<file path="config.mk">
export PLATFORM = sky130hd
export DESIGN_NAME = mister_glue_top
export DESIGN_NICKNAME = d
export VERILOG_FILES = /design/src/source/mister_pkg.sv /design/src/source/osd_ctrl.sv /design/src/source/user_port_mux.sv /design/src/source/crop_ctrl.sv /design/src/source/ddr_arbiter.sv /design/src/source/mister_glue_top.sv
export SDC_FILE = /design/constraint.sdc
export NUM_CORES = 1
export LEC_CHECK = 0
export ABC_CLOCK_PERIOD_IN_PS = 1770
export CORE_AREA = 5 5 116 118
export DETAILED_ROUTE_END_ITERATION = 8
export DIE_AREA = 0 0 121 123
export DONT_BUFFER_PORTS = 1
export PLACE_DENSITY = 0.3
export RECOVER_POWER = 100
export SKIP_LAST_GASP = 1
export SLEW_MARGIN = 10
export SYNTH_ARGS = -nofsm -noshare
export SYNTH_HDL_FRONTEND = slang
export SYNTH_SLANG_ARGS = --single-unit
</file>
<file path="constraint.sdc">
create_clock -name clk_sys -period 1.77 [get_ports clk_sys]
set_input_delay 0.354 -clock clk_sys [delete_from_list [all_inputs] [get_ports clk_sys]]
set_output_delay 0.354 -clock clk_sys [all_outputs]
set_load 0.03 [all_outputs]
</file>
<file path="src/source/mister_pkg.sv">
package mister_pkg;

    // Full OSD status word as delivered by the HPS
    typedef logic [63:0] status_t;

    // Upper status half, decoded two ways. Bit 38 is shared by both views
    // (rotation option LSB for video, UART enable for the I/O side)
    typedef union packed {
        struct packed {
            logic [15:0] rsvd_hi;     // 63:48
            logic [1:0]  crop_scale;  // 47:46
            logic [3:0]  crop_vopt;   // 45:42
            logic        crop_en;     // 41
            logic        rsvd_40;
            logic [1:0]  rot_opt;     // 39:38
            logic [5:0]  rsvd_lo;     // 37:32
        } video;
        struct packed {
            logic [24:0] rsvd_hi;     // 63:39
            logic        uart_en;     // 38
            logic        db15_en;     // 37
            logic [4:0]  rsvd_lo;     // 36:32
        } io;
    } status_hi_u;

    typedef logic [6:0]         user_port_t;  // Extension port pins
    typedef logic [15:0]        menu_mask_t;  // High bit hides the item
    typedef logic [11:0]        hdmi_dim_t;
    typedef logic [11:0]        crop_size_t;
    typedef logic signed [4:0]  crop_off_t;   // -16..+15 lines
    typedef logic [28:0]        ddr_addr_t;
    typedef logic [7:0]         ddr_burst_t;
    typedef logic [7:0]         ddr_be_t;

    // Crop only applies to a full HD output
    localparam hdmi_dim_t  CROP_HDMI_W = 12'd1920;
    localparam hdmi_dim_t  CROP_HDMI_H = 12'd1080;
    localparam crop_size_t CROP_LINES  = 12'd216;

    // Options 6 and up wrap to negative offsets
    localparam logic [3:0] CROP_OPT_WRAP = 4'd6;
    localparam logic [4:0] CROP_OPT_BIAS = 5'd24;

    // Lower status word layout
    localparam int ST_SCAN_FX_LSB     = 3;
    localparam int ST_SCAN_FX_MSB     = 5;
    localparam int ST_HSIZE_EN        = 19;
    localparam int ST_HSIZE_SCALE_LSB = 20;
    localparam int ST_HSIZE_SCALE_MSB = 23;
    localparam int ST_HVOFF_LSB       = 24;  // hoffset low nibble, voffset high
    localparam int ST_HVOFF_MSB       = 31;

endpackage

</file>
<file path="src/source/osd_ctrl.sv">
`timescale 1ns/10ps

module osd_ctrl #(
    parameter int ROTATE_MENU = 0  // 1 selects the extended rotate menu item
) (
    input  logic                   clk_sys,
    input  logic                   arst_n,
    input  mister_pkg::status_t    status,
    input  logic                   core_vertical,
    input  logic                   direct_video,
    input  logic                   crop_ok,
    output logic                   hsize_enable,
    output logic [3:0]             hsize_scale,
    output logic [3:0]             hoffset,
    output logic [3:0]             voffset,
    output logic                   uart_en,
    output logic                   db15_en,
    output logic                   crop_en,
    output logic [2:0]             crop_scale,
    output logic [3:0]             crop_vopt,
    output logic [2:0]             scan_fx,
    output logic                   framebuf_flip,
    output mister_pkg::menu_mask_t menu_mask
);
    import mister_pkg::*;

    // Menu item positions in the hide mask
    localparam int MENU_CROP    = 5;
    localparam int MENU_ROT_EXT = 4;
    localparam int MENU_HSIZE   = 2;
    localparam int MENU_ROT     = 1;
    localparam int MENU_DIRECT  = 0;

    status_hi_u status_hi;

    assign status_hi = status[63:32];

    assign scan_fx            = status[ST_SCAN_FX_MSB:ST_SCAN_FX_LSB];  // Scanline effect
    assign hsize_enable       = status[ST_HSIZE_EN];
    assign hsize_scale        = status[ST_HSIZE_SCALE_MSB:ST_HSIZE_SCALE_LSB];
    assign {voffset, hoffset} = status[ST_HVOFF_MSB:ST_HVOFF_LSB];

    assign crop_en    = status_hi.video.crop_en;
    assign crop_vopt  = status_hi.video.crop_vopt;
    assign crop_scale = {1'b0, status_hi.video.crop_scale};
    assign uart_en    = status_hi.io.uart_en;  // Shared by game and cheat UART
    assign db15_en    = status_hi.io.db15_en;

    // Flip request goes to the screen rotator
    always_ff @(posedge clk_sys or negedge arst_n) begin
        if (!arst_n) begin
            framebuf_flip <= 1'b0;
        end else begin
            framebuf_flip <= (status_hi.video.rot_opt == 2'd2);
        end
    end

    always_comb begin
        menu_mask              = '0;
        menu_mask[MENU_CROP]   = crop_ok;
        menu_mask[MENU_HSIZE]  = ~hsize_enable;
        menu_mask[MENU_DIRECT] = direct_video;
        if (ROTATE_MENU != 0) begin
            menu_mask[MENU_ROT_EXT] = ~core_vertical;  // Shown for vertical games
            menu_mask[MENU_ROT]     = 1'b1;
        end else begin
            menu_mask[MENU_ROT_EXT] = 1'b1;
            menu_mask[MENU_ROT]     = ~core_vertical;
        end
    end

endmodule

</file>
<file path="src/source/user_port_mux.sv">
`timescale 1ns/10ps

module user_port_mux (
    input  logic                   clk_sys,
    input  logic                   arst_n,
    input  logic                   db15_en,
    input  logic                   uart_en,
    input  mister_pkg::user_port_t user_in,
    input  mister_pkg::user_port_t db15_out,
    input  logic                   cheat_tx,
    input  logic                   game_tx,
    output mister_pkg::user_port_t user_out,
    output logic                   uart_rx
);

    // DB15 adapter has priority over the UART
    always_ff @(posedge clk_sys or negedge arst_n) begin
        if (!arst_n) begin
            user_out <= '1;
        end else if (db15_en) begin
            user_out <= db15_out;
        end else if (uart_en) begin
            // Game and cheat transmitters share pin 0, idle high
            user_out <= {6'h3f, cheat_tx & game_tx};
        end else begin
            user_out <= '1;  // Port released
        end
    end

    // Idle high when the UART is off
    assign uart_rx = uart_en ? user_in[1] : 1'b1;

endmodule

</file>
<file path="src/source/crop_ctrl.sv">
`timescale 1ns/10ps

module crop_ctrl (
    input  logic                   clk_sys,
    input  logic                   arst_n,
    input  mister_pkg::hdmi_dim_t  hdmi_width,
    input  mister_pkg::hdmi_dim_t  hdmi_height,
    input  logic [2:0]             scan_fx,
    input  logic                   force_scan2x,
    input  logic                   direct_video,
    input  logic                   rotate_en,
    input  logic                   crop_en,
    input  logic [2:0]             crop_scale,
    input  logic [3:0]             crop_vopt,
    output logic                   crop_ok,
    output mister_pkg::crop_off_t  crop_off,
    output mister_pkg::crop_size_t crop_size
);
    import mister_pkg::*;

    logic       crop_ok_nxt;
    logic [4:0] vopt_x2;
    crop_off_t  crop_off_nxt;

    // Video settings that tolerate a vertical crop
    assign crop_ok_nxt = (hdmi_width == CROP_HDMI_W) && (hdmi_height == CROP_HDMI_H) &&
                         (scan_fx == 3'd0) && !force_scan2x && (crop_scale == 3'd0) &&
                         !direct_video && !rotate_en;

    assign vopt_x2 = {crop_vopt, 1'b0};

    // Two-line steps, upper options map below zero
    assign crop_off_nxt = (crop_vopt < CROP_OPT_WRAP) ? vopt_x2 : (vopt_x2 - CROP_OPT_BIAS);

    always_ff @(posedge clk_sys or negedge arst_n) begin
        if (!arst_n) begin
            crop_ok   <= 1'b0;
            crop_off  <= '0;
            crop_size <= '0;
        end else begin
            crop_ok  <= crop_ok_nxt;
            crop_off <= crop_off_nxt;
            // Uses the registered eligibility, one stage behind
            if (crop_ok && crop_en) begin
                crop_size <= CROP_LINES;
            end else begin
                crop_size <= '0;
            end
        end
    end

endmodule

</file>
<file path="src/source/ddr_arbiter.sv">
`timescale 1ns/10ps

module ddr_arbiter (
    input  logic                   clk_sys,
    input  logic                   arst_n,
    input  logic                   downloading,
    input  logic                   ddr_busy,
    // Fast ROM loader, read only
    input  mister_pkg::ddr_burst_t ld_burstcnt,
    input  mister_pkg::ddr_addr_t  ld_addr,
    input  logic                   ld_rd,
    output logic                   ld_busy,
    // Screen rotator
    input  mister_pkg::ddr_burst_t rot_burstcnt,
    input  mister_pkg::ddr_addr_t  rot_addr,
    input  logic                   rot_rd,
    input  logic                   rot_we,
    input  mister_pkg::ddr_be_t    rot_be,
    output logic                   rot_busy,
    // DDR3 port
    output mister_pkg::ddr_burst_t ddr_burstcnt,
    output mister_pkg::ddr_addr_t  ddr_addr,
    output logic                   ddr_rd,
    output logic                   ddr_we,
    output mister_pkg::ddr_be_t    ddr_be
);

    localparam logic OWNER_ROT = 1'b0;
    localparam logic OWNER_LD  = 1'b1;

    logic owner;
    logic owner_want;
    logic owner_idle;

    assign owner_want = downloading ? OWNER_LD : OWNER_ROT;

    // Current owner has nothing in flight and the port is free
    assign owner_idle = !ddr_busy && !ddr_rd && !ddr_we;

    always_ff @(posedge clk_sys or negedge arst_n) begin
        if (!arst_n) begin
            owner <= OWNER_ROT;
        end else if ((owner != owner_want) && owner_idle) begin
            owner <= owner_want;
        end
    end

    always_comb begin
        if (owner == OWNER_LD) begin
            ddr_burstcnt = ld_burstcnt;
            ddr_addr     = ld_addr;
            ddr_rd       = ld_rd;
            ddr_we       = 1'b0;  // Loader never writes
            ddr_be       = '1;
        end else begin
            ddr_burstcnt = rot_burstcnt;
            ddr_addr     = rot_addr;
            ddr_rd       = rot_rd;
            ddr_we       = rot_we;
            ddr_be       = rot_be;
        end
    end

    // Non-owner is held off
    assign ld_busy  = (owner == OWNER_LD)  ? ddr_busy : 1'b1;
    assign rot_busy = (owner == OWNER_ROT) ? ddr_busy : 1'b1;

endmodule

</file>
<file path="src/source/mister_glue_top.sv">
`timescale 1ns/10ps

module mister_glue_top #(
    parameter int ROTATE_MENU = 0
) (
    input  logic                   clk_sys,
    input  logic                   arst_n,
    // OSD
    input  mister_pkg::status_t    status,
    input  logic                   core_vertical,
    input  logic                   direct_video,
    output logic                   hsize_enable,
    output logic [3:0]             hsize_scale,
    output logic [3:0]             hoffset,
    output logic [3:0]             voffset,
    output logic                   framebuf_flip,
    output mister_pkg::menu_mask_t menu_mask,
    output logic                   uart_en,
    output logic                   db15_en,
    // User port
    input  mister_pkg::user_port_t user_in,
    input  mister_pkg::user_port_t db15_out,
    input  logic                   cheat_tx,
    input  logic                   game_tx,
    output mister_pkg::user_port_t user_out,
    output logic                   uart_rx,
    // HDMI crop
    input  mister_pkg::hdmi_dim_t  hdmi_width,
    input  mister_pkg::hdmi_dim_t  hdmi_height,
    input  logic                   force_scan2x,
    input  logic                   rotate_en,
    output logic                   crop_ok,
    output mister_pkg::crop_off_t  crop_off,
    output mister_pkg::crop_size_t crop_size,
    // DDR3
    input  logic                   downloading,
    input  logic                   ddr_busy,
    input  mister_pkg::ddr_burst_t ld_burstcnt,
    input  mister_pkg::ddr_addr_t  ld_addr,
    input  logic                   ld_rd,
    output logic                   ld_busy,
    input  mister_pkg::ddr_burst_t rot_burstcnt,
    input  mister_pkg::ddr_addr_t  rot_addr,
    input  logic                   rot_rd,
    input  logic                   rot_we,
    input  mister_pkg::ddr_be_t    rot_be,
    output logic                   rot_busy,
    output mister_pkg::ddr_burst_t ddr_burstcnt,
    output mister_pkg::ddr_addr_t  ddr_addr,
    output logic                   ddr_rd,
    output logic                   ddr_we,
    output mister_pkg::ddr_be_t    ddr_be
);

    // OSD fields used by the crop logic
    logic       crop_en;
    logic [2:0] crop_scale;
    logic [3:0] crop_vopt;
    logic [2:0] scan_fx;

    osd_ctrl #(
        .ROTATE_MENU (ROTATE_MENU)
    ) u_osd_ctrl (
        .clk_sys       (clk_sys),
        .arst_n        (arst_n),
        .status        (status),
        .core_vertical (core_vertical),
        .direct_video  (direct_video),
        .crop_ok       (crop_ok),
        .hsize_enable  (hsize_enable),
        .hsize_scale   (hsize_scale),
        .hoffset       (hoffset),
        .voffset       (voffset),
        .uart_en       (uart_en),
        .db15_en       (db15_en),
        .crop_en       (crop_en),
        .crop_scale    (crop_scale),
        .crop_vopt     (crop_vopt),
        .scan_fx       (scan_fx),
        .framebuf_flip (framebuf_flip),
        .menu_mask     (menu_mask)
    );

    user_port_mux u_user_port_mux (
        .clk_sys  (clk_sys),
        .arst_n   (arst_n),
        .db15_en  (db15_en),
        .uart_en  (uart_en),
        .user_in  (user_in),
        .db15_out (db15_out),
        .cheat_tx (cheat_tx),
        .game_tx  (game_tx),
        .user_out (user_out),
        .uart_rx  (uart_rx)
    );

    crop_ctrl u_crop_ctrl (
        .clk_sys      (clk_sys),
        .arst_n       (arst_n),
        .hdmi_width   (hdmi_width),
        .hdmi_height  (hdmi_height),
        .scan_fx      (scan_fx),
        .force_scan2x (force_scan2x),
        .direct_video (direct_video),
        .rotate_en    (rotate_en),
        .crop_en      (crop_en),
        .crop_scale   (crop_scale),
        .crop_vopt    (crop_vopt),
        .crop_ok      (crop_ok),
        .crop_off     (crop_off),
        .crop_size    (crop_size)
    );

    ddr_arbiter u_ddr_arbiter (
        .clk_sys      (clk_sys),
        .arst_n       (arst_n),
        .downloading  (downloading),
        .ddr_busy     (ddr_busy),
        .ld_burstcnt  (ld_burstcnt),
        .ld_addr      (ld_addr),
        .ld_rd        (ld_rd),
        .ld_busy      (ld_busy),
        .rot_burstcnt (rot_burstcnt),
        .rot_addr     (rot_addr),
        .rot_rd       (rot_rd),
        .rot_we       (rot_we),
        .rot_be       (rot_be),
        .rot_busy     (rot_busy),
        .ddr_burstcnt (ddr_burstcnt),
        .ddr_addr     (ddr_addr),
        .ddr_rd       (ddr_rd),
        .ddr_we       (ddr_we),
        .ddr_be       (ddr_be)
    );

endmodule

</file>
# --- Word level (Yosys, flattened, before mapping) ---
# Cells that the tools add are included.
totals:
  regBits: 27
  output_inout_bits: 107
  elab_cells: 46
  input_bits: 197
classes:
  n_bitwise: 3
  magnitude_cmp: 1
  reduce_logical: 18
  add_sub_neg: 1
  eq_ne: 4
  n_mux: 13
ops:
  columns: ["operator", "count"]
  rows:
  - ["$mux 29", 1]
  - ["$eq 12x11->1 const B", 2]
  - ["$mux 8", 3]
  - ["$logic_and 1x1->1", 10]
  - ["$mux 1", 7]
  - ["$mux 7", 1]
  - ["$logic_not 1->1", 6]
  - ["$logic_not 3->1", 2]
  - ["$mux 5", 1]
  - ["$sub 5x5->5 const B", 1]
  - ["$lt 4x3->1 const B", 1]
  - ["$eq 2x2->1 const B", 1]
  - ["$not 1->1", 2]
  - ["$and 1x1->1", 1]
  - ["$ne 1x1->1", 1]

# --- Longest topological paths before layout ---
depth:
  depth_word: 7
  mapped_depth: 4
  mapped_depth_nobuf: 4

# --- By module ---
# Synthesis repeated with hierarchy kept, for this count alone.
hier_totals:
  cells_unflattened: 160
  hier_area_um2: 1766.7
by_module_without_submodules:
  columns: ["mod", "cells_each", "seq_area_each_um2", "area_each_um2", "instances"]
  rows:
  - ["ddr_arbiter", 59, 25.0, 773.2, 1]
  - ["crop_ctrl", 37, 150.1, 391.6, 1]
  - ["osd_ctrl", 46, 25.0, 354.1, 1]
  - ["user_port_mux", 18, 183.9, 247.7, 1]

# --- Worst setup path after synthesis ---
# No wires, ideal clock.
synth_path:
  kind: "flip-flop to output port"
  startpoint: "register u_ddr_arbiter.owner"
  endpoint: "output port ddr_we"
  arrival_ns: 1.069
  slack_ns: 0.348
  path_stages_with_launch: 4
  required_ns: 1.416
  path_cell_list: "dfrtp_1 buf_6 buf_6 nor2b_1"
synth_between:
  elab_chain_len: 1
synth_rtl:
  columns: ["item", "line", "text"]
  rows:
  - ["start, declared", "ddr_arbiter.sv:31", "logic owner;"]
  - ["start signal, assigned", "ddr_arbiter.sv:44", "owner <= owner_want;"]
  - ["$mux 1", "ddr_arbiter.sv:49", "if (owner == OWNER_LD) begin"]
  - ["end, declared", "mister_glue_top.sv:51", "output logic ddr_we,"]
# Every way passes these cells.

# --- Final worst setup path ---
layout_path:
  startpoint: "register u_ddr_arbiter.owner"
  endpoint: "output port ddr_addr[4]"
layout_between:
  elab_chain_len: 1
layout_rtl:
  columns: ["item", "line", "text"]
  rows:
  - ["$mux 29", "ddr_arbiter.sv:49", null]
  - ["end, declared", "mister_glue_top.sv:49", "output mister_pkg::ddr_addr_t ddr_addr,"]
# Every way passes these cells.

==> run summary <==
The clock latency on the worst-skew pair is 0.24 ns. The max-slew headroom at the worst pin came out at 51.23%. The setup-violating endpoint count in the final report is 0. The critical path in this run is classified as reg -> out.

Between clock sinks in the finished design, the worst skew comes to 0.000009603 ns. The total vias in the final route is 991. The die is 121 um wide. The post-route non-filler standard cell count is 305. The count of yosys warnings during synthesis is 0. The count of unresolved DRC violations after routing came out at 0. 0 antenna diodes ended up in the layout. After clock tree synthesis, the clock-pin slew on the worst setup and hold paths is 0.05 ns.

Traced cell by cell, the critical path runs through buf_4 > mux2_1. The maximum vdd ir drop is 0.2940 mV. The number of buffers added by the clock tree synthesis step came out at 3. The wire length the detailed router placed on met1 came out at 1584 um. The timing-limited maximum frequency came out at 0.5956 GHz. The cell with the biggest individual delay on the critical path is sky130_fd_sc_hd__dfrtp_2.

A synthesized cell averages 11.01 um2. The critical path arrival came out at 1.33 ns. The total number of clock tree sinks is 15. The CTS root buffer is sky130_fd_sc_hd__clkbuf_16. The final number of hold-violating endpoints was 0. Counting the fill cells in the layout gives 1380. The cell depth of the worst hold path came out at 0. By area the synthesized netlist is led by sky130_fd_sc_hd__mux2_4 (34%), sky130_fd_sc_hd__buf_4 (19%), sky130_fd_sc_hd__dfrtp_1 (12%), sky130_fd_sc_hd__dfstp_2 (11%), sky130_fd_sc_hd__buf_6 (4.1%). The worst hold path belongs to the class in -> reg. The area of the mapped netlist came out at 1629 um2. The number of port buffers is 0. Max-cap violations in this run came to 0.

The via count of the first global-routing pass was 1023. The wire length on met2 is 2597 um. In this run the biggest area consumer among cell types represents 34.10% of the synthesized area.

The global route total overflow came out at 0. Counting every instance in the synthesized netlist gives 148. The effective utilization at floorplan is 13.18%. The initial DRC count is 18. The number of max-slew violations in the final report came out at 0.

The average via count per standard cell came out at 3.249. In this run the static leakage power is 0.7378 nW. The number of cells on the worst reg-to-reg path is 1.

Compared with the post-synthesis result, the final layout area differs by 3.687%. The floorplan has 41 rows. The library cells used most frequently in the layout, excluding fill and tap cells, are sky130_fd_sc_hd__mux2_4 (34), sky130_fd_sc_hd__conb_1 (21), sky130_fd_sc_hd__or2_2 (9). The net count of the finished layout is 332. The critical path data required time came out at 1.42 ns. The largest area contributor in the netlist is sky130_fd_sc_hd__mux2_4. The run finished with clean final reports. For this run, the total global-route usage over all layers was measured as 5.335%. OpenSTA, run right after detailed placement, puts the worst setup slack at 0.2437 ns. The H-tree depth came out at 1. In this run the standard cell core region covers 12360 um2. The biggest fanout along the worst timing path is 7. Counting along the longest clock path gives a buffer depth of 2. In this run, synthesis produced a sequential element count of 15. The transition time at the pin with the least slew margin came out at 0.7291 ns. Routed signal wires occupy layers up through met5. The number of routed nets with antenna violations came out at 0. The count of unique library cells instantiated by Yosys came out at 25. The number of antenna violations at the first check in global routing is 1. The first-pass detailed-route iteration total came out at 4. The boundary pin count came out at 304. The sum of negative setup slack is 0 ns. Once routing completed, OpenROAD measured the worst setup slack at 0.09098 ns. Dividing the detail-routed wire length by the instance count gives 16.75 um. The post-route minimum period came out at 1.679 ns.

Setup repair after global routing left no endpoint under its margin. Detailed placement finished with a half-perimeter wire length of 4678 um. STA classifies the critical path endpoint as an output pin. The die boundary height came out at 123 um. The worst path uses 94.86% of the clock period. Leaving out fill and tap cells, the most frequent cell in the layout is sky130_fd_sc_hd__mux2_4. The die outline area came out at 14880 um2.

The largest net degree at the start of global routing came out at 20. The total routed wirelength came out at 5110 um. Counting tap cells, the placed design contains a total of 297 instances. The fraction of layout cells with a size suffix above 1 is 44.36%. Sequential cells were found to cover 23.58% of the synthesized design area.

The maximum single-stage delay on the critical path came out at 0.47 ns. The power per standard cell area is 947.3 nW/um2. STA classifies the critical path startpoint as a register. TritonCTS built the clock tree. The final weighted congestion of routability-driven global placement is 0.6190. The detailed route wirelength on metal3 came out at 914 um. The wire length of the first global-routing pass came out at 5816 um.
-- area by class of cell --
type / count / area, um2 / area share, %
clock buffers: 3 / 75.07 / 4.444
well taps: 172 / 215.2 / 12.74
repair buffers: 9 / 83.83 / 4.963
clock inverters: 1 / 5.005 / 0.2963
multi-input cells: 102 / 913.4 / 54.07
inverters: 3 / 11.26 / 0.6667
flip-flops and latches: 15 / 385.4 / 22.81
-- worst max-delay path: cells and delay by family (launching register included) --
kind / cells / cell delay (ns)
flip-flops: 1 / 0.47
multiplexers: 1 / 0.44
buffers and inverters: 1 / 0.17
-- Yosys cell counts --
| cell | instances |
|---|---|
| sky130_fd_sc_hd__nor2b_1 | 2 |
| sky130_fd_sc_hd__mux2_4 | 37 |
| sky130_fd_sc_hd__conb_1 | 2 |
| sky130_fd_sc_hd__a21oi_1 | 1 |
| sky130_fd_sc_hd__o21ai_0 | 2 |
| sky130_fd_sc_hd__or2_2 | 9 |
| sky130_fd_sc_hd__buf_4 | 41 |
| sky130_fd_sc_hd__nand4_1 | 2 |
| sky130_fd_sc_hd__ha_1 | 1 |
| sky130_fd_sc_hd__and2_1 | 1 |
| sky130_fd_sc_hd__nand2b_1 | 8 |
| sky130_fd_sc_hd__buf_6 | 6 |
| sky130_fd_sc_hd__dfstp_2 | 7 |
| sky130_fd_sc_hd__and4b_1 | 1 |
| sky130_fd_sc_hd__nor2_1 | 2 |
| sky130_fd_sc_hd__dfrtp_1 | 8 |
| sky130_fd_sc_hd__inv_1 | 3 |
| sky130_fd_sc_hd__nor4b_2 | 1 |
| sky130_fd_sc_hd__mux2_2 | 2 |
| sky130_fd_sc_hd__nand2_1 | 4 |
| sky130_fd_sc_hd__nor3_1 | 1 |
| sky130_fd_sc_hd__nor4_1 | 3 |
| sky130_fd_sc_hd__nor3_2 | 1 |
| sky130_fd_sc_hd__xnor2_1 | 1 |
| sky130_fd_sc_hd__nor4b_1 | 2 |
-- kinds of logic (layout without fill, tap and decap cells) --
logic type	after synthesis	in the layout	share of synthesized area, %
muxes	39	39	35.48
and+or+nand+nor	37	37	14.52
xor gates and xnor gates	1	1	0.5377
other	2	21	0.4610
AOI/OAI and AO/OA	3	3	0.9214
DFF	15	15	23.58
buffers and inverters	50	16	23.73
adders and majority gates	1	1	0.7679
-- registers in the layout, indices dropped and copies added (netlist names) --
signal                    cells
u_osd_ctrl.framebuf_flip      1
u_crop_ctrl.crop_off          4
u_crop_ctrl.crop_size         1
u_ddr_arbiter.owner           1
u_user_port_mux.user_out      7
u_crop_ctrl.crop_ok           1
-- layer usage --
metal	vias to the layer above	global-route usage [%]
met5	-	0
met4	2	0.8499
met3	2	3.660
met2	133	9.656
met1	449	5.081
li1	405	-
-- timing repair --
action / in CTS / in global routing
resized for setup: 1 / 0
buffers inserted: 0 / 3
hold buffers: 1 / 0
endpoints found under the hold margin: 15 / 0
endpoints found under the setup margin: 14 / 11
-- power breakdown --
group	switching, mW	total (mW)	leakage, nW	internal (mW)
logic	0.477	0.729	0.531	0.252
registers	0.0540	0.422	0.166	0.368
clock network	0.147	0.449	0.0409	0.302
-- final timing paths --
kind                                startpoint                        to  slack (ns)
max                        u_ddr_arbiter.owner               ddr_addr[4]        0.09
min                                 status[43]   u_crop_ctrl.crop_off[2]        0.13
max reg2reg                u_crop_ctrl.crop_ok  u_crop_ctrl.crop_size[6]        0.80
min reg2reg                u_ddr_arbiter.owner       u_ddr_arbiter.owner        0.68
max in group asynchronous               arst_n       u_ddr_arbiter.owner        0.65
min in group asynchronous               arst_n  u_osd_ctrl.framebuf_flip        0.61
-- stage by stage --
stage	util, %	cell area (um2)	hold WS [ns]	power [mW]
global placement	12.87	1592	0.05931	1.156
global route	13.66	1689	0.1193	1.676
CTS	13.63	1685	0.1257	1.633
floorplan	-	1700	0.05841	1.218
detailed placement	12.87	1592	0.05924	1.154
finish	13.66	1689	0.1332	1.600
(Power assumes the default switching activity.)
